[config.mk]
export PLATFORM = sky130hd
export DESIGN_NAME = word_mem
export DESIGN_NICKNAME = d
export VERILOG_FILES = /design/src/hdl/word_mem.sv
export SDC_FILE = /design/constraint.sdc
export NUM_CORES = 1
export LEC_CHECK = 0
export ABC_AREA = 1
export BUFFER_PORTS_ARGS = -buffer_cell sky130_fd_sc_hd__buf_2
export CORE_MARGIN = 3
export CORE_UTILIZATION = 35
export CTS_CLUSTER_SIZE = 30
export DETAILED_ROUTE_END_ITERATION = 12
export GPL_TIMING_DRIVEN = 0
export PLACE_DENSITY_LB_ADDON = 0.2
export RECOVER_POWER = 25
export SETUP_SLACK_MARGIN = 0.4
export SLEW_MARGIN = 20
export SYNTH_ARGS = -nofsm -noshare
export SYNTH_HDL_FRONTEND = slang
export SYNTH_SLANG_ARGS = --single-unit
[constraint.sdc]
create_clock -name clk -period 1.9 [get_ports clk]
set_input_delay 0.19 -clock clk [delete_from_list [all_inputs] [get_ports clk]]
set_output_delay 0.19 -clock clk [all_outputs]
set_load 0.05 [all_outputs]
[src/hdl/word_mem.sv]
`timescale 1ns/10ps

module word_mem #(
    parameter type word_t = logic [15:0],
    parameter int  DEPTH  = 16
) (
    input  logic                     clk,
    input  logic                     we,
    input  logic [$clog2(DEPTH)-1:0] waddr,
    input  word_t                    wdata,
    input  logic [$clog2(DEPTH)-1:0] raddr,
    output word_t                    rdata
);

    word_t mem [DEPTH];

    always_ff @(posedge clk) begin
        if (we) begin
            mem[waddr] <= wdata;
        end
    end

    // one cycle read latency, old data on a same-address write
    always_ff @(posedge clk) begin
        rdata <= mem[raddr];
    end

endmodule

==> reports/results.ini <==
[floorplanning]
num_rows = 65
pin_count = 42
start_util = 0.3579
core_area_um2 = 31800
die_h_um = 186.3
die_w_um = 186.3
die_area_um2 = 34720

[worst_hold_path]
hold_path.startpoint = raddr[3]
hold_path.class = in2reg
holdPathStages = 3
min_to = rdata[3]

[worst_setup_path]
arrival_ps = 1830
criticalPathCategory = in2reg
cp.required_ps = 2370
cp_top_family = buffers and inverters
slowest_delay_ps = 650
crit_chain = buf_2 -> inv_2 -> clkbuf_1 -> nand3_1 -> nand3_1 -> nand3_1 -> nand2_1
rr_worst_depth = 6
critPathCaptureType = flip-flop
cp_num_cells = 7
r2r_slack_ps = 750
crit_fanout = 10
path_buf_inv = 3
r2r_end = rdata[6]
setup.worst_path.start = raddr[1]
slowest_stage = clkbuf_1
cpMostUsedCell = nand3_1
reg2reg_from = mem[1][6]
crit_path_start_kind = input port

[sta]
fin_crit_ps = 1362
skew_ps = 7.159
slew_headroom = 0.3714
fin_setup_tns_ps = 0
slew_viol_final = 0
hold_viol_final = 0
fin_crit_sh = 0.7168
max_freq_ghz = 0.7343
tightest_slew_ps = 942.9
rsz0062_at_grt = false
worst_slack_ps = 538.1
setup_violations = 0

[routing]
drtIter0Drc = 654
wl_met1_mm = 13.57
avgRoutedWirePerCell_um = 18.97
highest_layer = met4
drt_pre_antenna_iters = 5
vias = 7529
via_per_inst = 4.645
drc = 0
ant_nets = 0
drt_wl_total_mm = 30.75
wl_met3_mm = 2.046
route.met2.wl_mm = 14.52

[run]
cap_violations = 0

[clocking]
postCtsHoldBufs = 1
cts_resized = 0
cts_buffers = 29
cts_num_sinks = 272
cts-root-buf = clkbuf_16
cts_setup_buffers = 0
tritoncts = built
clk_latency_ps = 550
path_clk_slew_ps = 60
htree_num_levels = 1
cts_buffer_depth = 3

[grt]
grt_overflow_total = 0
grt_pass1_wl_mm = 45.96
grt_usage = 0.1757
grt_pass1_vias = 7288
antenna_found_initial = 0
grt_max_degree = 17

[synthesis]
netlist_instances = 1074
yosys_warnings = 0
yosysTopAreaCell = edfxtp_1
synth_nets = 1100
syn_area_um2 = 11380
synth.top_cell.area_share = 0.6755
ys_seq_area_frac = 0.7036
synth.area.top_cells = edfxtp_1 68%, nand2_1 11%, nand3_1 8.5%
synth_seq_cells = 272
yosysUniqueCellTypes = 13
syn_avg_cell_area_um2 = 10.60

[power]
p_leak_uw = 0.005674
powerDensity_nw_per_um2 = 1007
vdd_drop_max_v = 0.0006895

[placement]
place_hpwl_mm = 20.63
gp_congestion = 0.7985
pre_cts_ws_ps = 62.55
post_dp_cell_area_um2 = 12380
port_buffers = 39

[layout]
design_area_um2 = 13360
layout_commonest_cell = nand2_1
final_util = 0.4202
drive_gt1_frac = 0.1258
final_cell_mix = 341 x nand2_1, 256 x edfxtp_1, 196 x inv_1, 193 x nand3_1, 47 x buf_2
syn2layout_area_growth_pct = 17.40
nets = 1187

[status]
outcome = finished clean

per-layer routing:
metal,vias up,global-route usage
li1,3641,-
met1,3597,0.2459
met2,248,0.2916
met3,43,0.02780
met4,0,0.03838
met5,-,0
layout make-up:
cell class                      instances  area, um^2
Fill cell                            3044       18440
Sequential cell                       272        8008
Multi-Input combinational cell        553        2370
Clock buffer                           44       872.1
Inverter                              198       743.2
Tap cell                              435       544.3
Timing Repair Buffer                   56       409.1
Buffer                                 51       305.3
Clock inverter                         10       105.1
Antenna cell                            2       5.005
synth_stat cells:
master / instances
nand3b_1: 2
inv_2: 2
inv_1: 196
buf_4: 18
buf_1: 1
nor2_1: 17
nand3_1: 193
nand2_1: 341
clkbuf_1: 10
buf_2: 19
buf_6: 3
dfxtp_1: 16
edfxtp_1: 256
power breakdown:
| part | switching, uW | internal, uW |
|---|---|---|
| logic | 772 | 254 |
| clock network | 2280 | 3420 |
| registers | 29.6 | 6710 |
| total | 3080 | 10400 |
worst max path at each step:
stage | end | slack [ps]
global route | rdata[6] | 530
detailed placement | rdata[10] | 60
finish | rdata[6] | 540
floorplan | mem[10][0] | 410
CTS | rdata[13] | 570
global placement | mem[8][10] | -520
flip-flops by register name (all words and copies together), names as in the netlist:
signal and count:
mem 256, rdata 16
worst reg2reg max path, cell delays in order, from the launching register on:
cell	delay [ps]
edfxtp_1	350
inv_1	60
nand2_1	50
nand3_1	80
nand3_1	120
nand3_1	240
nand2_1	130
logic make-up (layout without fill, tap and decap cells):
group	Yosys count	after routing	synth area share
buffers and inverters	249	359	0.09213
DFF	272	272	0.7036
other	0	2	0
and+or+nand+nor	553	553	0.2043
stage by stage:
step / hold WS, ps / total power (uW) / instances
floorplan: 288.9 / 7456 / 1074
global placement: 563.9 / 7862 / 1548
detailed placement: 556.8 / 7897 / 1564
CTS: 6.783 / 13600 / 1619
global route: 17.78 / 13950 / 1619
finish: 15.55 / 13460 / 1621
Power figures use the tool's default switching activity.
