`config.mk`:
```
export PLATFORM = sky130hd
export DESIGN_NAME = tile_render
export DESIGN_NICKNAME = d
export VERILOG_FILES = /design/src/hdl/load_pkg.sv /design/src/hdl/video_pkg.sv /design/src/hdl/tile_render.sv
export SDC_FILE = /design/constraint.sdc
export NUM_CORES = 1
export LEC_CHECK = 0
export ABC_CLOCK_PERIOD_IN_PS = 3400
export BUFFER_PORTS_ARGS = -buffer_cell sky130_fd_sc_hd__buf_2
export CORE_MARGIN = 2
export CORE_UTILIZATION = 45
export DETAILED_ROUTE_END_ITERATION = 12
export HOLD_SLACK_MARGIN = 0.12
export PLACE_DENSITY = 0.85
export SLEW_MARGIN = 20
export SYNTH_ARGS = -nofsm -noshare
export SYNTH_HDL_FRONTEND = slang
export SYNTH_SLANG_ARGS = --single-unit
```
`constraint.sdc`:
```
create_clock -name clk -period 3.4 [get_ports clk]
set_clock_uncertainty 0.1 [all_clocks]
set_input_delay 0.51 -clock clk [delete_from_list [all_inputs] [get_ports clk]]
set_output_delay 0.51 -clock clk [all_outputs]
set_load 0.02 [all_outputs]
```
`src/hdl/load_pkg.sv`:
```
package load_pkg;

    // ioctl byte address width
    localparam int IOCTL_AW = 22;

    // four colour indices per word, [0] is the leftmost pixel
    typedef logic [3:0][3:0] tile_word_t;

    localparam int TILE_WORDS = 2048;

    // byte address map, tiles below PAL_BASE
    localparam int PAL_BASE    = 4096;
    localparam int PAL_ENTRIES = 16;

endpackage

```
`src/hdl/video_pkg.sv`:
```
package video_pkg;

    // raster defaults, pixels per line and lines per frame
    localparam int H_ACTIVE_DEF = 32;
    localparam int H_TOTAL_DEF  = 48;
    localparam int V_ACTIVE_DEF = 16;
    localparam int V_TOTAL_DEF  = 24;

    // sync pulses, placed relative to the end of the active area
    localparam int HS_START_DEF = 4;
    localparam int HS_LEN_DEF   = 4;
    localparam int VS_START_DEF = 2;
    localparam int VS_LEN_DEF   = 2;

    localparam int COLOR_W     = 4;
    localparam int FRAME_CNT_W = 32;

    // red sits in the high nibble
    typedef struct packed {
        logic [COLOR_W-1:0] red;
        logic [COLOR_W-1:0] green;
        logic [COLOR_W-1:0] blue;
    } pal_color_t;

endpackage

```
`src/hdl/tile_render.sv`:
```
`timescale 1ns/10ps

module tile_render #(
    parameter int H_ACTIVE = video_pkg::H_ACTIVE_DEF,
    parameter int H_TOTAL  = video_pkg::H_TOTAL_DEF,
    parameter int V_ACTIVE = video_pkg::V_ACTIVE_DEF,
    parameter int V_TOTAL  = video_pkg::V_TOTAL_DEF
) (
    input  logic                                      clk,
    input  logic                                      reset,
    input  logic                                      cen6,
    input  logic                                      downloading,
    input  logic [$clog2(H_TOTAL)-1:0]                hcnt,
    input  logic [$clog2(V_TOTAL)-1:0]                vcnt,
    input  logic                                      hblank,
    input  logic                                      vblank,
    input  logic                                      hs_in,
    input  logic                                      vs_in,
    output logic [$clog2(load_pkg::TILE_WORDS)-1:0]   tile_raddr,
    input  load_pkg::tile_word_t                      tile_rdata,
    output logic [$clog2(load_pkg::PAL_ENTRIES)-1:0]  pal_raddr,
    input  video_pkg::pal_color_t                     pal_rdata,
    output logic [video_pkg::COLOR_W-1:0]             red,
    output logic [video_pkg::COLOR_W-1:0]             green,
    output logic [video_pkg::COLOR_W-1:0]             blue,
    output logic                                      lhbl,
    output logic                                      lvbl,
    output logic                                      hs,
    output logic                                      vs
);

    localparam int HW  = $clog2(H_TOTAL);
    localparam int VW  = $clog2(V_TOTAL);
    localparam int TAW = $clog2(load_pkg::TILE_WORDS);

    logic [VW-1:0]                 row;
    logic [HW-3:0]                 col;
    logic [3:0]                    s1_idx;
    logic                          s1_hblank;
    logic                          s1_vblank;
    logic                          s1_hs;
    logic                          s1_vs;
    video_pkg::pal_color_t         pix;

    // reads stay inside the visible tile area
    assign row        = (int'(vcnt) < V_ACTIVE) ? vcnt : '0;
    assign col        = (int'(hcnt) < H_ACTIVE) ? hcnt[HW-1:2] : '0;
    assign tile_raddr = TAW'(row * (H_ACTIVE / 4)) + TAW'(col);

    // stage 1, pick the nibble of the fetched word
    always_ff @(posedge clk) begin
        if (cen6) begin
            s1_idx <= tile_rdata[hcnt[1:0]];
        end
    end

    always_ff @(posedge clk) begin
        if (reset) begin
            s1_hblank <= 1'b1;
            s1_vblank <= 1'b1;
            s1_hs     <= 1'b0;
            s1_vs     <= 1'b0;
        end else if (cen6) begin
            s1_hblank <= hblank;
            s1_vblank <= vblank;
            s1_hs     <= hs_in;
            s1_vs     <= vs_in;
        end
    end

    assign pal_raddr = s1_idx;

    // stage 2, colour and timing leave together
    always_ff @(posedge clk) begin
        if (reset) begin
            pix  <= '0;
            lhbl <= 1'b0;
            lvbl <= 1'b0;
            hs   <= 1'b0;
            vs   <= 1'b0;
        end else if (cen6) begin
            pix  <= (s1_hblank || s1_vblank) ? '0 : pal_rdata;
            lhbl <= !s1_hblank;
            lvbl <= !s1_vblank;
            hs   <= s1_hs;
            vs   <= s1_vs;
        end
    end

    // black while memories are being loaded
    assign red   = downloading ? '0 : pix.red;
    assign green = downloading ? '0 : pix.green;
    assign blue  = downloading ? '0 : pix.blue;

endmodule

```
==> out/metrics.yaml <==
status:
  outcome: "finished, final reports clean"
synthesis:
  synth_area_per_cell_um2: 10.8
  ys_top_cells_by_area: "dfxtp_1 (33%), nand4bb_1 (11%), nor2b_1 (11%)"
  synthMuxAreaShare_pct: 10.8
  yosys.area.top_type_share_pct: 33.2
  synth-simple-area-share_pct: 30.2
  yosysUniqueCellTypes: 16
  synth_compound_area_share_pct: 8.70
  synth_area_um2: 1210
  seq_area_frac_synth_pct: 43.1
  synth_fa_ha_area_share_pct: 0
  yosysTopAreaCell: "dfxtp_1"
  synth_top_family_by_area: "simple AND/OR/NAND/NOR gates"
  ys_seq_elements: 24
  synth_xor_area_share_pct: 0
  yosys_warnings: 0
  synth_cells: 112
clock_tree:
  postCtsHoldBufs: 0
  numCtsBuffers: 3
  postCtsSetupRepairBufs: 0
  ctsRootBufferMaster: "clkbuf_4"
  clock_latency_ps: 320
  cts.clk_slew.worst_paths_ps: 130
  cts_max_level: 1
  cts_num_sinks: 24
  cts_tree: "yes"
  cts_buffer_depth: 2
  cts_resized: 0
layout:
  fillerInstances: 211
  antennaDiodeCount: 0
  fin_util_pct: 63.4
  final_nets: 228
  layout-drive-gt1-share_pct: 47.2
  multi_input_area_um2: 614
  seq_area_um2: 520
  area_growth_pct: 31.3
critical_path:
  reg2reg_depth: 2
  path_class: "primary input to output pin"
  cpPeakStageDelay_ps: 170
  r2r_end: "s1_hblank$_SDFFE_PP1P_"
  cp_top_family: "buffers and inverters"
  r2r-start: "s1_hblank$_SDFFE_PP1P_"
  path_max_fanout: 12
  arrival_ps: 1000
  crit_buf_inv: 2
  crit_top_cell: "buf_2"
  worstSetupEndpointType: "output pin"
  rrSetupSlack_ps: 2240
  path_cells: "buf_2, nor2b_1, buf_2"
  cp-start-kind: "primary input"
  cp_slowest_cell: "buf_2"
  worstPathRequired_ps: 2790
drt:
  wl_um: 2820
  routed_via_density: 5.08
  dr.pass1.iters: 4
  drtIter0Drc: 12
  drc: 0
  wl_per_cell_um: 13.4
  via_count: 1066
  ant_nets: 0
pwr:
  leakage_uw: 0.000728
  p_int_uw: 443
  netSwitchingFraction_pct: 25.0
  seq_power_share_pct: 52.7
  comb_power_share_pct: 17.6
  clock_power_share_pct: 29.7
  ir_worst_vdd_mv: 0.209
  powerDensity_nw_per_um2: 373
  switching_power_uw: 148
global_routing:
  grt_start_max_net_pins: 41
  grt_pass1_vias: 1012
  antenna_found_initial: 0
  grt_pass1_wl_um: 4400
  overflow: 0
  grt_usage_pct: 18.1
hold_path:
  hp-start: "hblank"
  hold_path.class: "primary input to flip-flop"
  hold_path_end: "s1_hblank$_SDFFE_PP1P_"
  worstHoldPathCells: 2
sta:
  max_freq_mhz: 622
  hold_violations: 0
  drv_slew: 0
  tightest_slew_ps: 638
  relSlewSlack_pct: 57.5
  rsz0062_at_grt: "no"
  fin_setup_tns_ps: 0
  fin_crit_ps: 1610
  finalSetupViolCount: 0
  finalCritPeriodShare_pct: 47.3
placement:
  hpwl_um: 2200
  gp_congestion: 0.702
  io_buffers: 73
floorplanning:
  die_width_um: 55.8
  dieHeight_um: 55.8
  rows: 18
  fp.coreArea_um2: 2500
  initial_core_util_pct: 48.3
  dieArea_um2: 3110
  num_io_pins: 78
flow_run:
  maxCapViolCount: 0
==> area by class of cell <==
cell class	count	share of cell area, %
sequential	24	32.8
multi-input combinational	79	38.8
timing repair buffer	73	23.0
tap	30	2.37
clock buffer	4	3.00
==> cell usage in the layout (no fill, tap or decap) <==
cell	count
nand2b_1	12
a211oi_2	2
clkbuf_16	1
clkbuf_4	3
dfxtp_1	20
mux4_2	4
nor2b_1	21
nand4bb_1	12
edfxtp_1	4
conb_1	4
a21oi_1	12
a211o_2	2
nor2_1	6
mux2i_1	4
buf_2	73
==> worst register-to-register path, cell delays in order (launching register included) <==
cell and delay, ps:
dfxtp_1 460, nor2b_1 210, a211o_2 290
==> cells in the mapped netlist <==
cell       count
edfxtp_1       4
nand2b_1      12
conb_1         1
clkbuf_1       6
a21oi_1       12
mux4_2         4
buf_6          1
a211o_2        2
nor2_1         6
a211oi_2       2
nor2b_1       21
dfxtp_1       20
mux2i_1        4
buf_12         1
nand4bb_1     12
buf_4          4
==> kinds of logic after synthesis <==
group | Yosys count
other | 1
AO/OA/AOI/OAI | 16
buffers and inverters | 12
flip-flops | 24
AND/OR/NAND/NOR | 51
multiplexers | 8
==> power by group through the flow <==
stage	logic, uW	clock network [uW]	registers, uW
5_1_grt	112	185	313
4_1_cts	105	177	311
2_1_floorplan	59.0	0	322
3_5_place_dp	104	0	317
6_report	104	175	311
3_3_place_gp	100	0	316
==> sequential cells by signal (all words and copies together) (netlist names) <==
name       count
s1_vblank      1
lvbl           1
s1_hs          1
lhbl           1
pix           12
pal_raddr      4
s1_vs          1
hs             1
s1_hblank      1
vs             1
==> stage by stage <==
| step | hold WS [ps] | power (uW) | cell area (um2) | worst slack (ps) | cells |
|---|---|---|---|---|---|
| global route | 294 | 610 | 1590 | 1730 | 210 |
| finish | 296 | 591 | 1590 | 1790 | 210 |
| global placement | 355 | 417 | 1540 | 1810 | 206 |
| detailed placement | 360 | 421 | 1540 | 1750 | 206 |
| floorplan | 345 | 381 | 1220 | 1770 | 115 |
| CTS | 292 | 593 | 1590 | 1790 | 210 |
==> routing by layer <==
layer,global-route usage [%],wire (um),up-vias
li1,-,-,522
met1,18.9,1040,496
met2,35.0,1560,44
met3,1.86,169,4
met4,9.41,55,0
met5,0,0,-
==> how the worst max path moves through the flow <==
stage                     depth (start not counted)                     end                 from
after floorplan                                   2                 blue[0]          downloading
after global placement                            3                green[3]          downloading
after detailed placement                          3  s1_vblank$_SDFFE_PP1P_                 cen6
after CTS                                         3                green[3]          downloading
after global routing                              2                green[0]  pix[4]$_SDFFE_PP0P_
final                                             3                green[3]          downloading
Note: power is estimated with default switching activity, not from simulation.
