`config.mk`:
```
export PLATFORM = sky130hd
export DESIGN_NAME = video_timing
export DESIGN_NICKNAME = d
export VERILOG_FILES = /design/src/hdl/video_pkg.sv /design/src/hdl/video_timing.sv
export SDC_FILE = /design/constraint.sdc
export NUM_CORES = 1
export LEC_CHECK = 0
export BUFFER_PORTS_ARGS = -buffer_cell sky130_fd_sc_hd__buf_2
export CAP_MARGIN = 20
export CORE_ASPECT_RATIO = 0.7
export CORE_MARGIN = 8
export CORE_UTILIZATION = 48
export CTS_CLUSTER_DIAMETER = 60
export DETAILED_ROUTE_END_ITERATION = 16
export GPL_TIMING_DRIVEN = 0
export HOLD_SLACK_MARGIN = 0.12
export PLACE_DENSITY_LB_ADDON = 0.3
export SYNTH_ARGS = -nofsm -noshare
export SYNTH_HDL_FRONTEND = slang
export SYNTH_SLANG_ARGS = --single-unit
export TNS_END_PERCENT = 100
```
`constraint.sdc`:
```
create_clock -name clk -period 2 [get_ports clk]
set_input_delay 0.3 -clock clk [delete_from_list [all_inputs] [get_ports clk]]
set_output_delay 0.3 -clock clk [all_outputs]
set_load 0.1 [all_outputs]
```
`src/hdl/video_pkg.sv`:
```
package video_pkg;

    // raster defaults, pixels per line and lines per frame
    localparam int H_ACTIVE_DEF = 32;
    localparam int H_TOTAL_DEF  = 48;
    localparam int V_ACTIVE_DEF = 16;
    localparam int V_TOTAL_DEF  = 24;

    // sync pulses, placed relative to the end of the active area
    localparam int HS_START_DEF = 4;
    localparam int HS_LEN_DEF   = 4;
    localparam int VS_START_DEF = 2;
    localparam int VS_LEN_DEF   = 2;

    localparam int COLOR_W     = 4;
    localparam int FRAME_CNT_W = 32;

    // red sits in the high nibble
    typedef struct packed {
        logic [COLOR_W-1:0] red;
        logic [COLOR_W-1:0] green;
        logic [COLOR_W-1:0] blue;
    } pal_color_t;

endpackage

```
`src/hdl/video_timing.sv`:
```
`timescale 1ns/10ps

module video_timing #(
    parameter int H_ACTIVE = video_pkg::H_ACTIVE_DEF,
    parameter int H_TOTAL  = video_pkg::H_TOTAL_DEF,
    parameter int V_ACTIVE = video_pkg::V_ACTIVE_DEF,
    parameter int V_TOTAL  = video_pkg::V_TOTAL_DEF
) (
    input  logic                              clk,
    input  logic                              reset,
    input  logic                              cen6,
    output logic [$clog2(H_TOTAL)-1:0]        hcnt,
    output logic [$clog2(V_TOTAL)-1:0]        vcnt,
    output logic                              hblank,
    output logic                              vblank,
    output logic                              hs,
    output logic                              vs,
    output logic [video_pkg::FRAME_CNT_W-1:0] frame_cnt
);

    localparam int HW = $clog2(H_TOTAL);
    localparam int VW = $clog2(V_TOTAL);

    // sync windows inside the blanking interval
    localparam int HS_BEGIN = H_ACTIVE + video_pkg::HS_START_DEF;
    localparam int HS_END   = HS_BEGIN + video_pkg::HS_LEN_DEF;
    localparam int VS_BEGIN = V_ACTIVE + video_pkg::VS_START_DEF;
    localparam int VS_END   = VS_BEGIN + video_pkg::VS_LEN_DEF;

    logic h_last;
    logic v_last;

    assign h_last = hcnt == HW'(H_TOTAL - 1);
    assign v_last = vcnt == VW'(V_TOTAL - 1);

    always_ff @(posedge clk) begin
        if (reset) begin
            hcnt      <= '0;
            vcnt      <= '0;
            frame_cnt <= '0;
        end else if (cen6) begin
            if (h_last) begin
                hcnt <= '0;
                if (v_last) begin
                    vcnt      <= '0;
                    // counts on the wrap of the last pixel
                    frame_cnt <= frame_cnt + 1'b1;
                end else begin
                    vcnt <= vcnt + 1'b1;
                end
            end else begin
                hcnt <= hcnt + 1'b1;
            end
        end
    end

    // flags decoded straight from the counters
    assign hblank = int'(hcnt) >= H_ACTIVE;
    assign vblank = int'(vcnt) >= V_ACTIVE;
    assign hs     = (int'(hcnt) >= HS_BEGIN) && (int'(hcnt) < HS_END);
    assign vs     = (int'(vcnt) >= VS_BEGIN) && (int'(vcnt) < VS_END);

    a_hcnt_range: assert property (
        @(posedge clk) disable iff (reset) int'(hcnt) < H_TOTAL
    ) else $error("hcnt reached %0d", hcnt);

endmodule

```
==> flow_summary.yaml <==
yosys:
  synth.largest_area_cell: "dfxtp_1"
  syn-cell-area_sq_mm: 0.002117
  synth-edff-count: 0
  number_of_distinct_library_cells_after_synthesis: 36
  yosys_register_bits: 43
  largest_cells_by_area_after_synthesis: "dfxtp_1 (41%), nor2_1 (6.7%), xnor2_1 (6.6%), xor2_1 (6.6%), nand4_1 (5.0%)"
  syn_avg_cell_area_sq_um: 8.821
  synth_top_area_share_pct: 40.66
  mappedNetlistNets: 248
  synth_sequential_area_ratio_pct: 40.66
  synth_flop_cell: "dfxtp_1"
  synth.yosys.warnings: 0
  synth_commonest_cells: "dfxtp_1 (43), nor2_1 (38), nand2_1 (19)"
  async_flop_share_pct: 0
  syn_inst: 240
  synth_most_common_cell: "dfxtp_1"
critical_path:
  regToRegStartpoint: "hcnt[1]"
  worst_setup_path_start_kind: "flip-flop"
  critPathBufInv: 2
  worst-path-stages: 8
  timing.critical_path.fanout_max: 7
  cp_common_cell: "buf_4"
  cp.required_ns: 2.22
  r2r_cells: 8
  path_delay_family: "simple AND/OR/NAND/NOR gates"
  r2r-end: "frame_cnt[29]"
  largest_stage_delay_worst_path_ns: 0.38
  cp.arrival_ns: 2.13
  worst_setup_path_end_kind: "flip-flop"
  setup.worst_path.end: "frame_cnt[29]"
  critPathSlowestCell: "dfxtp_4"
  reg2reg_setup_slack_ns: 0.09
  setup.worst_path.class: "flip-flop to flip-flop"
  critical_path.cell_chain: "ha_4 -> and4_1 -> buf_4 -> and4_4 -> nand4_1 -> buf_4 -> or3_1 -> a21oi_1"
  crit_path_start: "hcnt[1]"
grt:
  globalRouteTotalUtil_pct: 15.03
  grt_start_max_net_pins: 14
  initial_antenna_violation_count: 0
  grt_pass1_wl_um: 8424
  gr-total-overflow: 0
  number_of_global_route_vias_before_repair: 1742
timing:
  clock_skew_ns: 0.003803
  unrepaired_setup_endpoints_after_global_routing: "no"
  fin_tns_setup_ns: 0
  min_period_over_period_pct: 95.28
  finalHoldViolCount: 0
  finalWorstPathRequiredPeriod_ns: 1.906
  worst_slew_margin_rel_pct: 63.38
  final_max_slew_viol_count: 0
  timing_worst_slew_pin_value_ns: 0.5493
  max_freq_ghz: 0.5248
  finalSetupViolations: 0
floorplan:
  ioPinCount: 50
  initial_core_util_pct: 49.47
  floorplan.die_area_sq_mm: 0.006826
  coreArea_sq_mm: 0.004279
  die_y_um: 71.57
  fp_rows: 20
  die_width_um: 95.38
job:
  max-cap-violations: 0
place:
  numPortBuffers: 48
  dp.final_hpwl_um: 3837
  placedCellCount: 343
  routabilityCongestion: 0.7468
pwr:
  power.density_mw_per_mm2: 573.7
  p_sw_w: 0.0003575
  internal_power_w: 0.001219
  irDropWorstVdd_mv: 0.5613
  comb_power_share_pct: 4.7
  seqPwrFrac_pct: 53.5
  p_clk_share_pct: 41.8
  p_leak_nw: 1.061
  switching_share_pct: 22.68
run_status:
  outcome: "completed"
clock_network:
  count_of_h_tree_levels_built_during_cts: 2
  tritoncts: "yes"
  clkLatencyLatePin_ns: 0.29
  max_root_sink_buffers: 2
  numCtsBuffers: 5
  cts.sinks: 43
  holdBufCountCts: 0
  clkTransAtPathRegs_ns: 0.08
  root_buffer: "clkbuf_8"
finish:
  filler_cell_count: 367
  number_of_antenna_repair_diodes: 0
  total_area_of_multi_input_combinational_cells_sq_mm: 0.001260
  drive_above_1_share_pct: 40.07
  final_nets: 309
  finalNonFillerCells: 357
  area.sequential_sq_um: 953.4
  areaGrowthSynthToFinish_pct: 29.79
drt:
  num_vias: 1908
  drc: 0
  drtPass1Iterations: 4
  drt-initial-drc-count: 69
  wl_per_cell_um: 14.25
  vias_per_cell: 5.345
  drt-total-wl_um: 5087
  final_antenna_net_count: 0
worst_hold_path:
  worst_hold_path_type: "input port to flip-flop"
==> what timing repair did <==
item,in CTS,in global routing
resized for setup,1,9
setup buffers,3,3
pin swaps,1,3
endpoints found under the setup margin,9,18
==> worst min-delay path, stage by stage <==
cell and delay (ns):
buf_2 0.15, mux2i_1 0.09, nor2_1 0.07
==> state kept, by name (all words and copies together) (netlist names) <==
signal     cells
hcnt           6
vcnt           5
frame_cnt     32
==> layout make-up <==
type                       instances  area share [%]
buffer                            10           1.821
clock inverter                     3           1.412
clock buffer                       5           2.505
sequential                        43           34.70
tap                               55           2.505
multi-input combinational        181           45.86
timing repair buffer              54           10.38
inverter                           6          0.8197
==> power by group through the flow <==
stage	clock network, W	logic (W)	registers, W
after floorplan	0	0.0000224	0.000897
after global placement	0	0.0000685	0.000866
after detailed placement	0	0.0000692	0.000866
after CTS	0.000671	0.0000695	0.000845
after global routing	0.000702	0.0000793	0.000845
final	0.000659	0.0000738	0.000844
==> worst min path at each step <==
stage,depth (start not counted),endpoint,startpoint
final,3,hcnt[1],cen6
after global routing,3,hcnt[1],cen6
after CTS,3,hcnt[1],cen6
after detailed placement,2,vcnt[1],vcnt[1]
after global placement,2,frame_cnt[25],frame_cnt[25]
after floorplan,2,hcnt[1],cen6
==> placed cells by master (no fill, tap or decap), types with 2 or more instances in the layout <==
| master | synthesis | routed |
|---|---|---|
| nor4_2 | 6 | 7 |
| xnor2_1 | 16 | 16 |
| ha_1 | 5 | 3 |
| nor3_1 | 10 | 9 |
| buf_4 | 0 | 7 |
| and4_1 | 6 | 5 |
| o21ai_0 | 4 | 4 |
| a21oi_1 | 8 | 8 |
| xor2_1 | 16 | 16 |
| and2_1 | 2 | 2 |
| mux2i_1 | 3 | 3 |
| buf_2 | 1 | 49 |
| dfxtp_2 | 0 | 20 |
| clkbuf_8 | 0 | 5 |
| nand3_1 | 9 | 8 |
| dfxtp_4 | 0 | 18 |
| or3_1 | 4 | 4 |
| nor2_1 | 38 | 38 |
| nand4_1 | 17 | 17 |
| dfxtp_1 | 43 | 5 |
| ha_4 | 0 | 2 |
| inv_1 | 6 | 6 |
| clkbuf_1 | 8 | 7 |
| nand2_1 | 19 | 19 |
==> through the flow <==
stage | setup WS, ns | hold slack [ns] | instance area (sq um) | utilization [%] | total power (W)
finish | 0.09437 | 0.3502 | 2748 | 64.21 | 0.001576
floorplan | -0.02978 | 0.4503 | 2251 | - | 0.0009195
detailed placement | -0.07784 | 0.4914 | 2560 | 59.82 | 0.0009353
global placement | -0.04630 | 0.4769 | 2560 | 59.82 | 0.0009344
CTS | 0.02145 | 0.3509 | 2695 | 62.98 | 0.001586
global route | 0.003225 | 0.3916 | 2748 | 64.21 | 0.001626
==> per-layer routing <==
layer / global-route usage (%) / part of all wire, %
met1: 20.74 / 49
met2: 22.77 / 44
met3: 4.071 / 6.6
met4: 3.056 / 0.65
met5: 0 / 0
==> kinds of logic (layout without fill, tap and decap cells) <==
logic type | count (synthesis) | after routing | synth area share, %
AND/OR/NAND/NOR | 128 | 128 | 35.28
flip-flops | 43 | 43 | 40.66
XOR/XNOR | 32 | 32 | 13.24
buffers and inverters | 16 | 78 | 3.250
AO/OA/AOI/OAI | 13 | 13 | 3.192
adder cells (fa/ha/maj) | 5 | 5 | 2.955
multiplexers | 3 | 3 | 1.418
(Power assumes the default switching activity.)
