### config.mk
export PLATFORM = sky130hd
export DESIGN_NAME = rom_loader
export DESIGN_NICKNAME = d
export VERILOG_FILES = /design/src/hdl/load_pkg.sv /design/src/hdl/video_pkg.sv /design/src/hdl/rom_loader.sv
export SDC_FILE = /design/constraint.sdc
export NUM_CORES = 1
export LEC_CHECK = 0
export BUFFER_PORTS_ARGS = -buffer_cell sky130_fd_sc_hd__buf_2
export CAP_MARGIN = 20
export CELL_PAD_IN_SITES_DETAIL_PLACEMENT = 0
export CELL_PAD_IN_SITES_GLOBAL_PLACEMENT = 2
export CORE_MARGIN = 2
export CORE_UTILIZATION = 24
export DETAILED_ROUTE_END_ITERATION = 8
export PLACE_DENSITY = 0.8
export SLEW_MARGIN = 20
export SYNTH_ARGS = -nofsm -noshare
export SYNTH_HDL_FRONTEND = slang
export SYNTH_SLANG_ARGS = --single-unit
### constraint.sdc
create_clock -name clk -period 1.8 [get_ports clk]
set_input_delay 0.27 -clock clk [delete_from_list [all_inputs] [get_ports clk]]
set_output_delay 0.27 -clock clk [all_outputs]
set_load 0.03 [all_outputs]
### src/hdl/load_pkg.sv
package load_pkg;

    // ioctl byte address width
    localparam int IOCTL_AW = 22;

    // four colour indices per word, [0] is the leftmost pixel
    typedef logic [3:0][3:0] tile_word_t;

    localparam int TILE_WORDS = 2048;

    // byte address map, tiles below PAL_BASE
    localparam int PAL_BASE    = 4096;
    localparam int PAL_ENTRIES = 16;

endpackage

### src/hdl/video_pkg.sv
package video_pkg;

    // raster defaults, pixels per line and lines per frame
    localparam int H_ACTIVE_DEF = 32;
    localparam int H_TOTAL_DEF  = 48;
    localparam int V_ACTIVE_DEF = 16;
    localparam int V_TOTAL_DEF  = 24;

    // sync pulses, placed relative to the end of the active area
    localparam int HS_START_DEF = 4;
    localparam int HS_LEN_DEF   = 4;
    localparam int VS_START_DEF = 2;
    localparam int VS_LEN_DEF   = 2;

    localparam int COLOR_W     = 4;
    localparam int FRAME_CNT_W = 32;

    // red sits in the high nibble
    typedef struct packed {
        logic [COLOR_W-1:0] red;
        logic [COLOR_W-1:0] green;
        logic [COLOR_W-1:0] blue;
    } pal_color_t;

endpackage

### src/hdl/rom_loader.sv
`timescale 1ns/10ps

module rom_loader (
    input  logic                                      clk,
    input  logic                                      reset,
    input  logic                                      downloading,
    input  logic [load_pkg::IOCTL_AW-1:0]             ioctl_addr,
    input  logic [7:0]                                ioctl_data,
    input  logic                                      ioctl_wr,
    output logic                                      tile_we,
    output logic [$clog2(load_pkg::TILE_WORDS)-1:0]   tile_waddr,
    output load_pkg::tile_word_t                      tile_wdata,
    output logic                                      pal_we,
    output logic [$clog2(load_pkg::PAL_ENTRIES)-1:0]  pal_waddr,
    output video_pkg::pal_color_t                     pal_wdata
);

    localparam int TAW     = $clog2(load_pkg::TILE_WORDS);
    localparam int PAW     = $clog2(load_pkg::PAL_ENTRIES);
    localparam int PAL_END = load_pkg::PAL_BASE + 2 * load_pkg::PAL_ENTRIES;

    logic [7:0]                    low_byte;
    logic                          byte_wr;
    logic                          in_tile;
    logic                          in_pal;
    logic [load_pkg::IOCTL_AW-1:0] pal_offset;

    assign byte_wr    = ioctl_wr && downloading;
    assign in_tile    = int'(ioctl_addr) < load_pkg::PAL_BASE;
    assign in_pal     = !in_tile && (int'(ioctl_addr) < PAL_END);
    assign pal_offset = ioctl_addr - load_pkg::IOCTL_AW'(load_pkg::PAL_BASE);

    // even byte waits for its odd partner
    always_ff @(posedge clk) begin
        if (byte_wr && !ioctl_addr[0]) begin
            low_byte <= ioctl_data;
        end
    end

    always_ff @(posedge clk) begin
        if (reset) begin
            tile_we <= 1'b0;
            pal_we  <= 1'b0;
        end else begin
            tile_we <= byte_wr && ioctl_addr[0] && in_tile;
            pal_we  <= byte_wr && ioctl_addr[0] && in_pal;
        end
    end

    // word address is the byte address halved
    always_ff @(posedge clk) begin
        tile_waddr <= ioctl_addr[TAW:1];
        tile_wdata <= {ioctl_data, low_byte};
        pal_waddr  <= pal_offset[PAW:1];
        pal_wdata  <= video_pkg::pal_color_t'({ioctl_data[3:0], low_byte});
    end

    a_one_target: assert property (
        @(posedge clk) disable iff (reset) !(tile_we && pal_we)
    ) else $error("tile and palette written together");

endmodule

==> impl_metrics.env, run 1 <==
export IMPL_worstMarginPinSlew_ns=0.2772
export IMPL_hold_ws_ns=0.09115
export IMPL_cts_root_buffer="clkbuf_8"
export IMPL_placed_cell_area_sq_um=1366
export IMPL_cp_buffers_inverters=1
export IMPL_synth_edf_count=8
export IMPL_crit_chain="buf_2"
export IMPL_holdBufCountCts=0
export IMPL_start_kind="flop"
export IMPL_clockBufferDepth=2
export IMPL_yosysUniqueCellTypes=11
export IMPL_wirelength_mm=2.058
export IMPL_synth_most_common_cell="dfxtp_1"
export IMPL_setup_viol=0
export IMPL_place_congestion=0.6859
export IMPL_period_needed_ns=1.090
export IMPL_regArea_sq_um=820.8
export IMPL_async_reset_ff_share_pct=0
export IMPL_drt_iter0_drc=1
export IMPL_chipHeight_um=69.38
export IMPL_status="complete, no violations"
export IMPL_grt_max_degree=12
export IMPL_cts_setup_buffers=0
export IMPL_clock_fmax_ghz=0.9173
export IMPL_grt_pass1_vias=739
export IMPL_dieArea_sq_um=4814
export IMPL_min_path_type="in2reg"
export IMPL_post_synth_top_area_cell="dfxtp_1"
export IMPL_fin_cells=186
export IMPL_ir_drop_uv=372.8
export IMPL_fin_setup_tns_ns=0
export IMPL_synthesis_area_sq_um=1026
export IMPL_vias=719
export IMPL_multi_input_area_sq_um=85.08
export IMPL_core_rowCount=23
export IMPL_fin_nets=169
export IMPL_io_pins=79
export IMPL_drt_pass1_iter_count=2
export IMPL_grt_pass1_wl_mm=3.201
export IMPL_finalCritPeriodShare_pct=60.56
export IMPL_synth_ff_type="dfxtp_1"
export IMPL_die_w_um=69.38
export IMPL_netlist_top_cells_area="dfxtp_1 57%, edfxtp_1 23%, buf_4 12%"
export IMPL_rsz0062_at_grt="false"
export IMPL_synth_seq_area_share_pct=80.00
export IMPL_avgViaCountPerCell=3.866
export IMPL_synthToLayoutAreaGrowth_pct=41.22
export IMPL_p_per_area_nw_per_um2=1130
export IMPL_drc=0
export IMPL_grt_total_usage_pct=8.693
export IMPL_hold_viol=0
export IMPL_core_area_sq_um=4058
export IMPL_ys_ff_latch=37
export IMPL_clk_latency_ns=0.28
export IMPL_cts_clk_slew_worst_paths_ns=0.07
export IMPL_p_total_mw=1.637
export IMPL_start_util_pct=25.29
export IMPL_cts_tree="yes"
export IMPL_maxSlewViolCount=0
export IMPL_num_antenna_cells=0
export IMPL_ant_nets=0
export IMPL_cts_buffers=5
export IMPL_fill_cells=419
export IMPL_netlist_area_leader_share_pct=56.59
export IMPL_numPortBuffers=78
export IMPL_placed_cells=178
export IMPL_drive_above_1_share_pct=65.44
export IMPL_h_tree_depth=2
export IMPL_cts_resized=0
export IMPL_syn_nets=99
export IMPL_relSlewSlack_pct=81.35
export IMPL_leakagePower_nw=0.6941
export IMPL_avgSynthCellArea_sq_um=15.78
export IMPL_syn_inst=65
export IMPL_yosysWarnings=0
export IMPL_worst_path_max_fanout=2
export IMPL_clock_sinks=37
export IMPL_critical_path_class="reg2out"
export IMPL_antenna_found_initial=0
export IMPL_cap_violations=0
export IMPL_crit_path_end_kind="output pin"
export IMPL_cp_data_required_time_ns=1.53
export IMPL_hpwl_mm=1.671
export IMPL_fin_area_sq_um=1449
export IMPL_critPathTopFamily="flip-flops"
export IMPL_routedWlPerCell_um=11.06
export IMPL_max_stage_delay_ns=0.34
export IMPL_cp_data_arrival_time_ns=0.82
export IMPL_slowest_stage="dfxtp_1"
export IMPL_fin_worst_skew_ns=0.003862
export IMPL_grt_overflow=0
export IMPL_yosys_top_cells_count="29 x dfxtp_1, 16 x buf_4, 8 x edfxtp_1, 4 x nor2_1, 2 x nand2_1"
[logic make-up after synthesis]
group	after synthesis	synth area share, %
DFF	37	80.00
AOI/OAI and AO/OA	1	1.463
and+or+nand+nor	11	6.829
buffers and inverters	16	11.71
[layout make-up]
| class | instances | area share (%) |
|---|---|---|
| Tap cell | 50 | 4.318 |
| Clock buffer | 6 | 5.009 |
| Clock inverter | 2 | 0.6908 |
| Sequential cell | 37 | 56.65 |
| Timing Repair Buffer | 79 | 27.46 |
| Multi-Input combinational cell | 12 | 5.872 |
[per-stage QoR]
| stage | util (%) | worst slack (ns) |
|---|---|---|
| final | 35.71 | 0.7098 |
| after global routing | 35.71 | 0.6643 |
| after CTS | 35.71 | 0.6903 |
| after detailed placement | 33.67 | 0.5064 |
| after global placement | 33.67 | 0.5832 |
| after floorplan | - | 0.7232 |
[cell usage in the layout, fill, tap and decap left out, drive strengths merged]
cell type and n:
nor3 1, nor4b 1, dfxtp 29, nand4b 1
a2111oi 1, buf 79, edfxtp 8, nor4 2
clkinv 2, clkbuf 6, nand2 2, nor2 4
[layer usage]
layer  vias to the layer above  global-route usage, %  routed length [um]
met5                         -                      0                   0
met4                         0                  4.575                  25
li1                        339                      -                   -
met1                       311                  8.135                 765
met2                        67                  15.28                 959
met3                         2                  4.506                 308
[sequential cells by signal (all words and copies together), names as in the netlist]
| signal | count |
|---|---|
| pal_wdata | 12 |
| tile_wdata | 4 |
| low_byte | 8 |
| pal_we | 1 |
| tile_we | 1 |
| tile_waddr | 8 |
| pal_waddr | 3 |
[power breakdown]
group,switching (mW),internal [mW],leakage [nW]
Clock,0.270,0.268,0.0450
Sequential,0.0121,0.887,0.317
Combinational,0.137,0.0618,0.332
[final timing paths]
check / endpoint / depth (start not counted) / slack (ns) / startpoint
setup / recovery: pal_wdata[7] / 1 / 0.71 / pal_wdata[7]$_DFF_P_
hold / removal: pal_waddr[1]$_DFF_P_ / 1 / 0.09 / ioctl_addr[2]
setup reg to reg: pal_wdata[2]$_DFF_P_ / 0 / 1.31 / low_byte[2]$_DFFE_PP_
hold reg to reg: pal_wdata[3]$_DFF_P_ / 0 / 0.34 / low_byte[3]$_DFFE_PP_
Power figures use the tool's default switching activity.
==> inputs of run 2 (changes only) <==
CORE_UTILIZATION = 22   (was 24)
PLACE_DENSITY = 0.74   (was 0.8)
clock period = 1.01 ns   (was 1.8 ns; I/O delays follow)
==> impl_metrics.env, run 2 (synthesis results as in run 1) <==
export IMPL_status="complete, no violations"
export IMPL_num_antenna_cells=0
export IMPL_cap_violations=0
export IMPL_io_pins=79
export IMPL_core_area_sq_um=4414
export IMPL_worst_path_max_fanout=2
export IMPL_vias=780
export IMPL_wirelength_mm=2.204
export IMPL_finalCritPeriodShare_pct=97.93
export IMPL_drc=0
export IMPL_p_total_mw=2.984
export IMPL_numPortBuffers=78
export IMPL_crit_path_end_kind="flop"
export IMPL_drt_pass1_iter_count=2
export IMPL_fin_setup_tns_ns=0
export IMPL_fill_cells=449
export IMPL_largest_register_ffs=12
export IMPL_worstMarginPinSlew_ns=0.2362
export IMPL_cts_clk_slew_worst_paths_ns=0.06
export IMPL_clock_sinks=37
export IMPL_post_place_ws_ns=-0.1659
export IMPL_start_util_pct=23.24
export IMPL_grt_total_usage_pct=8.533
export IMPL_clk_latency_ns=0.27
export IMPL_die_w_um=72.29
export IMPL_dieArea_sq_um=5226
export IMPL_place_congestion=0.6515
export IMPL_setup_viol=0
export IMPL_cp_data_required_time_ns=1.18
export IMPL_setup_ws_ns=0.02089
export IMPL_fin_worst_skew_ns=0.001933
export IMPL_grt_pass1_wl_mm=3.201
export IMPL_chipHeight_um=72.29
export IMPL_post_route_util_pct=37.56
export IMPL_cp_data_arrival_time_ns=1.16
export IMPL_grt_max_degree=11
export IMPL_avgViaCountPerCell=3.786
export IMPL_ant_nets=0
export IMPL_p_per_area_nw_per_um2=1800
export IMPL_critical_path_class="in2reg"
export IMPL_hold_ws_ns=0.1054
export IMPL_cts_setup_buffers=0
export IMPL_leakagePower_nw=0.7729
export IMPL_fin_nets=188
export IMPL_final_cell_mix="78 x buf_2, 29 x dfxtp_1, 19 x dlygate4sd3_1, 8 x edfxtp_1, 6 x clkbuf_8"
export IMPL_h_tree_depth=2
export IMPL_grt_pass1_vias=739
export IMPL_relSlewSlack_pct=84.11
export IMPL_cts_root_buffer="clkbuf_8"
export IMPL_routedWlPerCell_um=10.70
export IMPL_cts_buffers=5
export IMPL_clock_fmax_ghz=1.011
export IMPL_antenna_found_initial=0
export IMPL_drt_iter0_drc=23
export IMPL_hpwl_mm=1.759
export IMPL_synthToLayoutAreaGrowth_pct=61.59
export IMPL_top_register="pal_wdata"
export IMPL_final_common_cell="buf_2"
export IMPL_clockBufferDepth=2
export IMPL_min_path_type="in2reg"
export IMPL_start_kind="input port"
export IMPL_cts_tree="yes"
export IMPL_drive_above_1_share_pct=57.14
export IMPL_reg_largest_list="pal_wdata: 12 flops, low_byte: 8 flops, tile_waddr: 8 flops"
export IMPL_core_rowCount=24
export IMPL_period_needed_ns=0.9891
export IMPL_hold_viol=0
export IMPL_grt_overflow=0
export IMPL_maxSlewViolCount=0
export IMPL_ir_drop_uv=509.7
## run 2: cell count changes in the layout (fill, tap and decap cells not counted), sizes merged
cell / before / now
clkbuf: 6 / 7
clkinv: 2 / 0
dlygate4sd3: 0 / 19
## run 2: what timing repair did
item                                    in CTS  in global routing
hold buffers                                19                  0
endpoints found under the setup margin       0                  1
hold endpoints to repair                    19                  0
gates resized for setup                      0                  1
## run 2: layout make-up
cell class,count,area (sq um),share of cell area (%)
Sequential cell,37,820.8,49.51
Tap cell,52,65.06,3.925
Multi-Input combinational cell,12,97.59,5.887
Clock buffer,7,86.33,5.208
Timing Repair Buffer,98,588.1,35.47
## run 2: final timing paths
check | start | end | slack [ns] | depth (start not counted)
setup / recovery | ioctl_addr[5] | pal_we$_SDFF_PP0_ | 0.02 | 3
hold reg to reg | low_byte[2]$_DFFE_PP_ | pal_wdata[2]$_DFF_P_ | 0.34 | 0
setup reg to reg | low_byte[6]$_DFFE_PP_ | pal_wdata[6]$_DFF_P_ | 0.54 | 0
hold / removal | ioctl_addr[12] | tile_we$_SDFF_PP0_ | 0.11 | 2
## run 2: power breakdown
part	switching (mW)	internal, mW	total [mW]
clock network	0.428	0.540	0.968
logic	0.256	0.158	0.414
registers	0.0194	1.58	1.60
total	0.703	2.28	2.98
## run 2: per-layer routing
metal / vias to the layer above / track usage (%) / routed length [um]
met3: 5 / 3.750 / 250
met4: 0 / 5.660 / 40
met1: 345 / 7.074 / 731
li1: 376 / - / -
met2: 54 / 16.00 / 1182
met5: - / 0 / 0
## run 2: stage by stage
| stage | instances | area, sq um |
|---|---|---|
| after detailed placement | 180 | 1369 |
| after global routing | 206 | 1658 |
| final | 206 | 1658 |
| after floorplan | 65 | 1026 |
| after CTS | 206 | 1645 |
| after global placement | 180 | 1369 |
## run 2: worst max-delay path: stages
cell,delay [ns]
dlygate4sd3_1,0.53
buf_2,0.14
a2111oi_4,0.34
