==> config.mk <==
export PLATFORM = sky130hd
export DESIGN_NAME = clk_enables
export DESIGN_NICKNAME = d
export VERILOG_FILES = /design/src/hdl/clk_enables.sv
export SDC_FILE = /design/constraint.sdc
export NUM_CORES = 1
export LEC_CHECK = 0
export BUFFER_PORTS_ARGS = -buffer_cell sky130_fd_sc_hd__clkbuf_2
export CORE_AREA = 2 2 39 41
export CTS_CLUSTER_SIZE = 25
export DETAILED_ROUTE_END_ITERATION = 8
export DIE_AREA = 0 0 41 43
export MAX_ROUTING_LAYER = met4
export SLEW_MARGIN = 0
export SYNTH_ARGS = -nofsm -noshare
export SYNTH_HDL_FRONTEND = slang
export SYNTH_SLANG_ARGS = --single-unit
==> constraint.sdc <==
create_clock -name clk -period 1.1 [get_ports clk]
set_input_delay 0.33 -clock clk [delete_from_list [all_inputs] [get_ports clk]]
set_output_delay 0.33 -clock clk [all_outputs]
set_load 0.005 [all_outputs]
==> src/hdl/clk_enables.sv <==
`timescale 1ns/10ps

module clk_enables #(
    parameter int CLK_SPEED = 48
) (
    input  logic clk,
    input  logic reset,
    output logic cen12,
    output logic cen6,
    output logic cen3,
    output logic cen1p5
);

    // clocks per 12 MHz strobe, 4 at 48 MHz and 2 at 24 MHz
    localparam int DIV = CLK_SPEED / 12;
    localparam int W12 = $clog2(DIV);
    localparam int CW  = W12 + 3;

    logic [CW-1:0] cnt;

    // one shared counter keeps all strobes phase aligned
    always_ff @(posedge clk) begin
        if (reset) begin
            cnt    <= '0;
            cen12  <= 1'b0;
            cen6   <= 1'b0;
            cen3   <= 1'b0;
            cen1p5 <= 1'b0;
        end else begin
            cnt    <= cnt + 1'b1;
            cen12  <= cnt[W12-1:0] == '0;
            cen6   <= cnt[W12:0] == '0;
            cen3   <= cnt[W12+1:0] == '0;
            cen1p5 <= cnt == '0;
        end
    end

    // pixel strobe must land on a 12 MHz strobe
    a_cen6_on_cen12: assert property (
        @(posedge clk) disable iff (reset) cen6 |-> cen12
    ) else $error("cen6 without cen12");

endmodule

==> results of run 1 <==
## metrics by stage
step                instance area (sq um)  worst slack (ns)  utilization  power [mW]  cells
finish                              424.2           0.07097       0.3065      0.6851     55
global route                        424.2           0.01475       0.3065      0.7423     55
CTS                                 419.2           0.02742       0.3029      0.6993     55
detailed placement                  392.9           0.03840       0.2839      0.4396     51
global placement                    392.9           0.04994       0.2839      0.4363     51
floorplan                           345.3           0.07552            -      0.4132     30
## per-layer routing
| metal | up-vias | part of all wire | GRT usage |
|---|---|---|---|
| met5 | - | 0 | - |
| met4 | 0 | 0.013 | 0.06000 |
| met3 | 3 | 0.13 | 0.09424 |
| met2 | 9 | 0.40 | 0.08750 |
| met1 | 98 | 0.45 | 0.09385 |
| li1 | 114 | - | - |
## where the power goes
group / leakage (nW) / internal (mW) / switching (mW)
Combinational: 0.102 / 0.0401 / 0.0271
Sequential: 0.0748 / 0.352 / 0.0136
Clock: 0.0150 / 0.140 / 0.113
Total: 0.192 / 0.532 / 0.154
## layout make-up
type	count	area, sq um
clock buffers	4	26.28
fillers	149	959.7
inverters	2	7.507
multi-input cells	18	155.1
flip-flops and latches	9	182.7
well taps	16	20.02
repair buffers	6	32.53
## final timing paths
check | to | slack (ns)
setup reg to reg | cnt[4]$_SDFF_PP0_ | 0.07
setup / recovery | cnt[4]$_SDFF_PP0_ | 0.07
hold / removal | cnt[0]$_SDFF_PP0_ | 0.37
hold reg to reg | cen1p5$_SDFF_PP0_ | 0.45
## synthesized netlist by cell type, drive strengths merged
cell   instances
nor4b          1
nand3          2
inv            2
and2b          1
dfxtp          9
nor2           4
ha             2
buf            1
nor2b          5
xnor2          1
mux2           2
## cells by family after synthesis
kind of cell	Yosys count	synth area share
xor+xnor	1	0.02537
fa+ha+maj	2	0.07245
buf+inv	3	0.03623
flops	9	0.5217
mux	2	0.08696
simple gates	13	0.2572
## state kept, by name, indices dropped and copies added (netlist names)
signal  cells
cen12       1
cnt         5
cen1p5      1
cen3        1
cen6        1
## timing repair
action                     CTS  global route
setup endpoints to repair    0             2
hold buffers                 0             0
gates resized for setup      0             3
==> key figures, run 1 <==
Outcome
  – Status: complete, no violations

Detailed routing
  – Total wire length: around 460 um
  – Via-per-instance ratio: between 4 and 5
  – ANT nets after route: 0
  – First-pass iteration count of the detailed router: 2
  – Drt drc: 0
  – Vias: 224
  – Initial DRC count: 1
  – Routed WL per cell: 8.364 um

Timing
  – Final max-slew violation count: 0
  – Fin Clk Skew: 0.001637 ns
  – Relative max-transition margin: 0.8433
  – Setup TNS: 0 ns
  – Hold Fails Final Rpt: 0
  – Finish-stage setup viols: 0
  – RSZ-0062 raised after global routing: false
  – Max Freq: 971.8 MHz
  – Hold WS: between 0.3 and 0.4 ns
  – Fin crit share: 0.9355
  – Final min period: 1.029 ns
  – Slew @ Worst Pin: 0.2347 ns

Worst setup path
  – CP Buf/Inv Count: 0
  – Req. time, crit path: approximately 1.3 ns
  – Worst r2r src: cnt[0]$_SDFF_PP0_
  – Slowest CP cell: dfxtp_2
  – Critical Path Sink Type: flop
  – Top cell family by delay on the critical path: flip-flops
  – Cells on worst reg2reg path: 3
  – CP arrival: 1.18 ns
  – Critical Path Start: cnt[0]$_SDFF_PP0_
  – Crit-path max FO: 3
  – CP Cell Sequence: ha_2, nand3_1, mux2_4
  – CP Class: flop to flop
  – CP Depth: 3
  – Max incr delay on CP: 0.34 ns
  – Critical Path Start Type: flop

Clock tree
  – Post-CTS Setup Inserts: 0
  – Total clock sinks: 9
  – CTS tree: yes
  – Root buffer cell: clkbuf_4
  – CTS Buf Count: 3
  – Htree depth: 1
  – Latest clock arrival within the worst-skew pair: 0.26 ns
  – Clock buffer depth: 2
  – Reg clk slew, reported paths: 0.06 ns

Worst hold path
  – HP Start: reset
  – Hold Path Class: primary input to flop
  – Hold path cells: 2

Floorplanning
  – Row Count: 14
  – Die W: 41 um
  – Die Y: roughly 43 um
  – Starting density of the core: 0.2495
  – Io pins: 6
  – Die area: 1763 sq um
  – Core Area: around 1400 sq um

Synth
  – Synthesized net count: 34
  – Post-synthesis sequential area ratio: 0.5217
  – Synth top area cells: dfxtp_1 (52%), nor2b_1 (9.1%), mux2_4 (8.7%)
  – Area share of the largest cell type after synthesis: 0.5217
  – Post-synth top area cell: dfxtp_1
  – Mapped Area: about 350 sq um
  – Post-synth cell types: 11
  – Yosys warns: 0
  – Avg Inst Size Synth: 11.51 sq um
  – Synthesized flop and latch total: 9
  – Post-Syn Instances: 30

Finish
  – Final #Nets: 44
  – Commonest non-fill, non-tap cell in the layout: dfxtp_1
  – Synthesis-to-layout area growth: 22.83%
  – Layout cells sized above 1: 0.4103
  – # diodes: 0
  – Commonest non-fill, non-tap cells in the layout: dfxtp_1 (7), nor2b_1 (5), clkbuf_2 (5)

GRT
  – GRT Overall Usage: 0.08660
  – Vias in the first global route: 210
  – Total congestion overflow: 0
  – Antenna violations before repair: 0
  – First-pass GRT wire length: 890 um
  – Largest net degree at the start of global routing: 10

Place
  – Gpl congestion: 0.6467
  – Port buffer count: 5
  – Post-DP HPWL: roughly 350 um

Flow run
  – Max-Cap Viols: 0

Pwr
  – Power Dens Cells: 1615 nW/um^2
  – Worst VDD drop: roughly 730 uV
  – Static leakage: approximately 0.19 nW
No activity file was read; power rests on OpenSTA's default activity.
==> inputs of run 2 (changes only) <==
--- a/config.mk
+++ b/config.mk
@@ -11,6 +11,7 @@
 export DETAILED_ROUTE_END_ITERATION = 8
 export DIE_AREA = 0 0 41 43
 export MAX_ROUTING_LAYER = met4
+export SETUP_SLACK_MARGIN = 0.1
 export SLEW_MARGIN = 0
 export SYNTH_ARGS = -nofsm -noshare
 export SYNTH_HDL_FRONTEND = slang
==> run 2 against run 1 <==
- register-to-register slack better by 0.02 ns
- flip-flop and latch count unchanged
- setup slack better by 0.023 ns
- largest cell class is now multi-input gates
- highest routed layer unchanged
==> key figures, run 2 (same netlist as run 1, synthesis figures left out) <==
Outcome
  – Status: complete, no violations

Worst setup path
  – Worst r2r dst: cnt[4]$_SDFF_PP0_
  – Cells on worst reg2reg path: 3
  – CP Depth: 3
  – CP Buf/Inv Count: 0
  – Critical Path Start: cnt[1]$_SDFF_PP0_
  – CP Cell Sequence: ha_4, nand3_4, mux2_4
  – Top cell family by delay on the critical path: flip-flops
  – Crit-path max FO: 3
  – Req. time, crit path: 1.25 ns
  – R2r setup slk: ~0.094 ns
  – Slowest CP cell: dfxtp_4
  – CP arrival: 1.15 ns
  – Critical Path Sink Type: flop
  – CP Class: flop to flop
  – Max incr delay on CP: 0.37 ns
  – Critical Path Start Type: flop
  – Worst r2r src: cnt[1]$_SDFF_PP0_

Detailed routing
  – Initial DRC count: 0
  – First-pass iteration count of the detailed router: 1
  – Met3 WL: 61 um
  – Metal2 WL: 296 um
  – Routed WL per cell: 10.56 um
  – Met1 wire length: 203 um
  – Drt drc: 0
  – Vias: 236
  – ANT nets after route: 0
  – DR top layer: met4
  – Total wire length: between 500 and 600 um
  – Via-per-instance ratio: 4.291

Flow run
  – Max-Cap Viols: 0

Clock tree
  – CTS tree: yes
  – Root buffer cell: clkbuf_4
  – Hold Buf Count CTS: 0
  – Clock buffer depth: 2
  – Reg clk slew, reported paths: 0.06 ns
  – Latest clock arrival within the worst-skew pair: 0.26 ns
  – Htree depth: 1
  – CTS Buf Count: 3
  – Total clock sinks: 9

Timing
  – Finish-stage setup viols: 0
  – Setup TNS: 0 ns
  – Fin Clk Skew: 0.003240 ns
  – Final max-slew violation count: 0
  – Fin crit share: 0.9147
  – Hold Fails Final Rpt: 0
  – Slew @ Worst Pin: ~0.27 ns
  – Final min period: just over 1 ns
  – RSZ-0062 raised after global routing: true
  – Max Freq: 993.9 MHz
  – Hold WS: 0.3937 ns
  – Relative max-transition margin: 0.8197

Pwr
  – Worst VDD drop: ~570 uV
  – Tot Pwr: 0.7067 mW
  – Power Dens Cells: roughly 1500 nW/um^2
  – Static leakage: around 0.20 nW

Place
  – Post-DP HPWL: 326.9 um
  – Gpl congestion: ~0.64
  – Post-placement cell count: 50
  – Port buffer count: 5

Worst hold path
  – Hold Crit Endpoint: cnt[0]$_SDFF_PP0_
  – HP Start: reset
  – Hold Path Class: primary input to flop
  – Hold path cells: 2

Finish
  – # fillers: 145
  – Synthesis-to-layout area growth: 38.41%
  – Commonest non-fill, non-tap cells in the layout: dfxtp_1 (6), nor2_1 (4), nor2b_1 (4)
  – Max reg flops: 5
  – Layout Cells excl Fill: 55
  – # diodes: 0
  – Final #Nets: 44
  – Commonest non-fill, non-tap cell in the layout: dfxtp_1
  – Most flops, register: cnt
  – Layout cells sized above 1: 0.5897
  – Util after Layout: 0.3454

Floorplanning
  – Core Area: 1384 sq um
  – Die W: between 40 and 50 um
  – Die area: roughly 1800 sq um
  – Starting density of the core: 0.2495
  – Die Y: 43 um
  – Row Count: 14
  – Io pins: 6

GRT
  – Total congestion overflow: 0
  – Antenna violations before repair: 0
  – First-pass GRT wire length: 903 um
  – Largest net degree at the start of global routing: 10
  – Vias in the first global route: 207
  – GRT Overall Usage: 0.08781
-- run 2: changes by cell type in the layout (fill, tap and decap cells not counted), sizes merged --
cell	before	now
buf	1	3
clkbuf	9	7
-- run 2: layout make-up --
type,instances,area (sq um),share of cell area
flip-flops and latches,9,188.9,0.3953
well taps,16,20.02,0.04188
inverters,2,7.507,0.01571
clock buffers,4,26.28,0.05497
multi-input cells,18,202.7,0.4241
repair buffers,6,32.53,0.06806
-- run 2: power breakdown --
group	internal [mW]	switching, mW
logic	0.0509	0.0341
clock network	0.139	0.111
registers	0.351	0.0199
-- run 2: what timing repair did --
action	in CTS	in global routing
setup buffers	1	0
pin swaps	1	1
setup endpoints to repair	6	8
resized for setup	10	5
-- run 2: worst max-delay path by stage --
stage / slack (ns) / end
global placement: 0.07 / cnt[4]$_SDFF_PP0_
CTS: 0.1 / cen3
detailed placement: 0.05 / cnt[4]$_SDFF_PP0_
global route: 0.06 / cnt[4]$_SDFF_PP0_
floorplan: 0.11 / cnt[4]$_SDFF_PP0_
finish: 0.09 / cnt[4]$_SDFF_PP0_
-- run 2: layer usage --
layer  GRT usage  up-vias
met2      0.1063        9
met1     0.08795      108
met4     0.06000        0
li1            -      114
met5           -        -
met3     0.07853        5
-- run 2: metrics by stage --
step | setup slack [ns] | area [sq um]
2_1_floorplan | 0.1068 | 350.3
3_3_place_gp | 0.06957 | 390.4
3_5_place_dp | 0.05383 | 390.4
4_1_cts | 0.09801 | 460.4
5_1_grt | 0.05813 | 478.0
6_report | 0.09383 | 478.0
==> inputs of run 3 (changes only) <==
--- a/config.mk
+++ b/config.mk
@@ -5,6 +5,7 @@
 export SDC_FILE = /design/constraint.sdc
 export NUM_CORES = 1
 export LEC_CHECK = 0
+export ABC_AREA = 1
 export BUFFER_PORTS_ARGS = -buffer_cell sky130_fd_sc_hd__clkbuf_2
 export CORE_AREA = 2 2 39 41
 export CTS_CLUSTER_SIZE = 25
==> run 3 against run 2 <==
- setup slack gained 0.017 ns
- largest cell class is now registers
- largest power group unchanged
- maximum frequency increased by 1.8%
- clock-buffer cell count is the same
- critical endpoint is now cen6
==> key figures, run 3 <==
Synth
  – Post-synth top area cell: dfxtp_1
  – Largest family of logic cells by synthesized area: simple AND/OR/NAND/NOR gates
  – Synthesized net count: 43
  – Post-Synth Adder-Cell Area: 0.07273
  – Top FF cell, synth: dfxtp_1
  – Area share of the largest cell type after synthesis: 0.5236
  – Simple-Gate Fraction of Synth Area: 0.2655
  – Synth Area in Compound Gates: 0
  – Post-synth cell types: 13
  – Commonest cells in the netlist: dfxtp_1 (9), inv_1 (6), nor2_1 (6), nand2_1 (5)
  – Yosys warns: 0
  – Mapped Area: 344.1 sq um
  – Mux contribution to synthesized area: 0
  – Post-Synth XOR/XNOR Area: 0.02545
  – Post-synthesis sequential area ratio: 0.5236
  – Synthesized flop and latch total: 9
  – Synth top area cells: dfxtp_1 (52%), ha_1 (7.3%), inv_1 (6.5%)
  – Avg Inst Size Synth: 8.823 sq um
  – Top-count cell post-synth: dfxtp_1
  – Post-Syn Instances: 39
  – FFs w/ async S/R, synth: 0
  – EDFF count, synth: 0

Pwr
  – Power Dens Cells: ~1700 nW/um^2
  – Tot Pwr: 0.6739 mW
  – Worst VDD drop: 698.5 uV
  – Static leakage: 0.1865 nW

Timing
  – Final min period: around 1 ns
  – Hold Fails Final Rpt: 0
  – Slew @ Worst Pin: 0.2473 ns
  – Fin crit share: 0.8988
  – Setup TNS: 0 ns
  – Relative max-transition margin: 0.8349
  – Setup WS post-layout: 0.1113 ns
  – Fin Clk Skew: 0.002726 ns
  – Max Freq: 1011 MHz
  – Hold WS: 0.3701 ns
  – RSZ-0062 raised after global routing: true
  – Finish-stage setup viols: 0
  – Final max-slew violation count: 0

Clock tree
  – Post-CTS Setup Inserts: 0
  – Clock buffer depth: 2
  – Reg clk slew, reported paths: ~0.06 ns
  – Latest clock arrival within the worst-skew pair: 0.25 ns
  – Total clock sinks: 9
  – CTS tree: yes
  – Htree depth: 1
  – CTS Buf Count: 3
  – Root buffer cell: clkbuf_4

Finish
  – Most flops, register: cnt
  – Synthesis-to-layout area growth: 17.45%
  – # diodes: 0
  – Max reg flops: 5
  – Layout Cells excl Fill: 62
  – Layout cells sized above 1: 0.3261
  – Commonest non-fill, non-tap cells in the layout: inv_1 (6), nor2_1 (6), nand2_1 (5), dfxtp_1 (5)
  – # fillers: 149
  – Final #Nets: 51

GRT
  – GRT Overall Usage: 0.06996
  – Total congestion overflow: 0
  – Largest net degree at the start of global routing: 10
  – First-pass GRT wire length: 759 um
  – Antenna violations before repair: 0
  – Vias in the first global route: 201

Detailed routing
  – First-pass iteration count of the detailed router: 3
  – Via-per-instance ratio: 3.952
  – Vias: 245
  – Drt drc: 0
  – Total wire length: 475 um
  – ANT nets after route: 0
  – Met3 WL: around 48 um
  – Met1 wire length: roughly 200 um
  – Routed WL per cell: 7.661 um
  – Metal2 WL: 221 um
  – DR top layer: met4
  – Initial DRC count: 4

Worst setup path
  – CP Cell Sequence: clkbuf_2
  – Slowest CP cell: dfxtp_2
  – Critical Path Sink Type: primary output
  – Max incr delay on CP: between 0.3 and 0.4 ns
  – Req. time, crit path: 0.77 ns
  – Critical Path Start Type: flop
  – Crit-path max FO: 1
  – CP Class: flop to primary output
  – CP arrival: approximately 0.66 ns
  – CP Buf/Inv Count: 1
  – Top cell family by delay on the critical path: flip-flops

Floorplanning
  – Row Count: 14
  – Die Y: 43 um
  – Die area: 1763 sq um
  – Io pins: 6
  – Die W: between 40 and 50 um
  – Core Area: roughly 1400 sq um
  – Starting density of the core: 0.2486

Place
  – Post-placement cell count: 58
  – Port buffer count: 5
  – Gpl congestion: 0.7064
  – Dpl ws: 0.1681 ns
  – Post-DP HPWL: 356.4 um

Worst hold path
  – Hold Path Class: primary input to flop

Outcome
  – Status: complete, no violations

Flow run
  – Max-Cap Viols: 0
[run 3: cell count changes after synthesis, moves of 2 or more]
cell     before  now
nand4_1       0    2
nor2_2        0    2
mux2_4        2    0
nor2b_1       5    0
nor2_1        4    6
inv_1         2    6
nand2_1       0    5
[run 3: repair_timing]
item,CTS,global route
setup endpoints to repair,4,8
resized for setup,0,5
hold buffers,0,0
pin swaps,0,0
[run 3: final timing paths]
kind	from	end	slack (ns)	depth (start not counted)
max	cen6$_SDFF_PP0_	cen6	0.11	1
min	reset	cnt[4]$_SDFF_PP0_	0.37	2
max reg2reg	cnt[1]$_SDFF_PP0_	cnt[4]$_SDFF_PP0_	0.17	5
min reg2reg	cnt[0]$_SDFF_PP0_	cnt[0]$_SDFF_PP0_	0.45	1
[run 3: layer usage]
metal  track usage  vias to the layer above
li1              -                      132
met1       0.06431                      103
met2       0.09375                        8
met3       0.06283                        2
met4       0.04000                        0
met5             -                        -
[run 3: through the flow]
stage	cell area, sq um	utilization
final	404.1	0.2920
after global routing	404.1	0.2920
after CTS	399.1	0.2884
after detailed placement	372.9	0.2694
after global placement	372.9	0.2694
after floorplan	344.1	-
[run 3: logic make-up (layout without fill, tap and decap cells)]
logic type,Yosys count,after routing
adder cells (fa/ha/maj),2,2
buffers and inverters,8,15
XOR/XNOR,1,1
flip-flops,9,9
AND/OR/NAND/NOR,19,19
[run 3: layout make-up]
| class | instances | area (sq um) | area share |
|---|---|---|---|
| Clock buffer | 4 | 26.28 | 0.06502 |
| Inverter | 6 | 22.52 | 0.05573 |
| Multi-Input combinational cell | 22 | 125.1 | 0.3096 |
| Sequential cell | 9 | 185.2 | 0.4582 |
| Tap cell | 16 | 20.02 | 0.04954 |
| Timing Repair Buffer | 5 | 25.02 | 0.06192 |
[run 3: worst reg2reg max path, delay by kind of cell, from the launching register on]
family,cells,cell delay [ns]
flops,1,0.38
simple gates,4,0.28
fa+ha+maj,1,0.22
[run 3: power breakdown]
group	switching [mW]	total [mW]	internal, mW	leakage [nW]
Combinational	0.0322	0.0612	0.0289	0.0963
Clock	0.105	0.244	0.139	0.0150
Sequential	0.0156	0.369	0.353	0.0752
Total	0.153	0.674	0.521	0.186
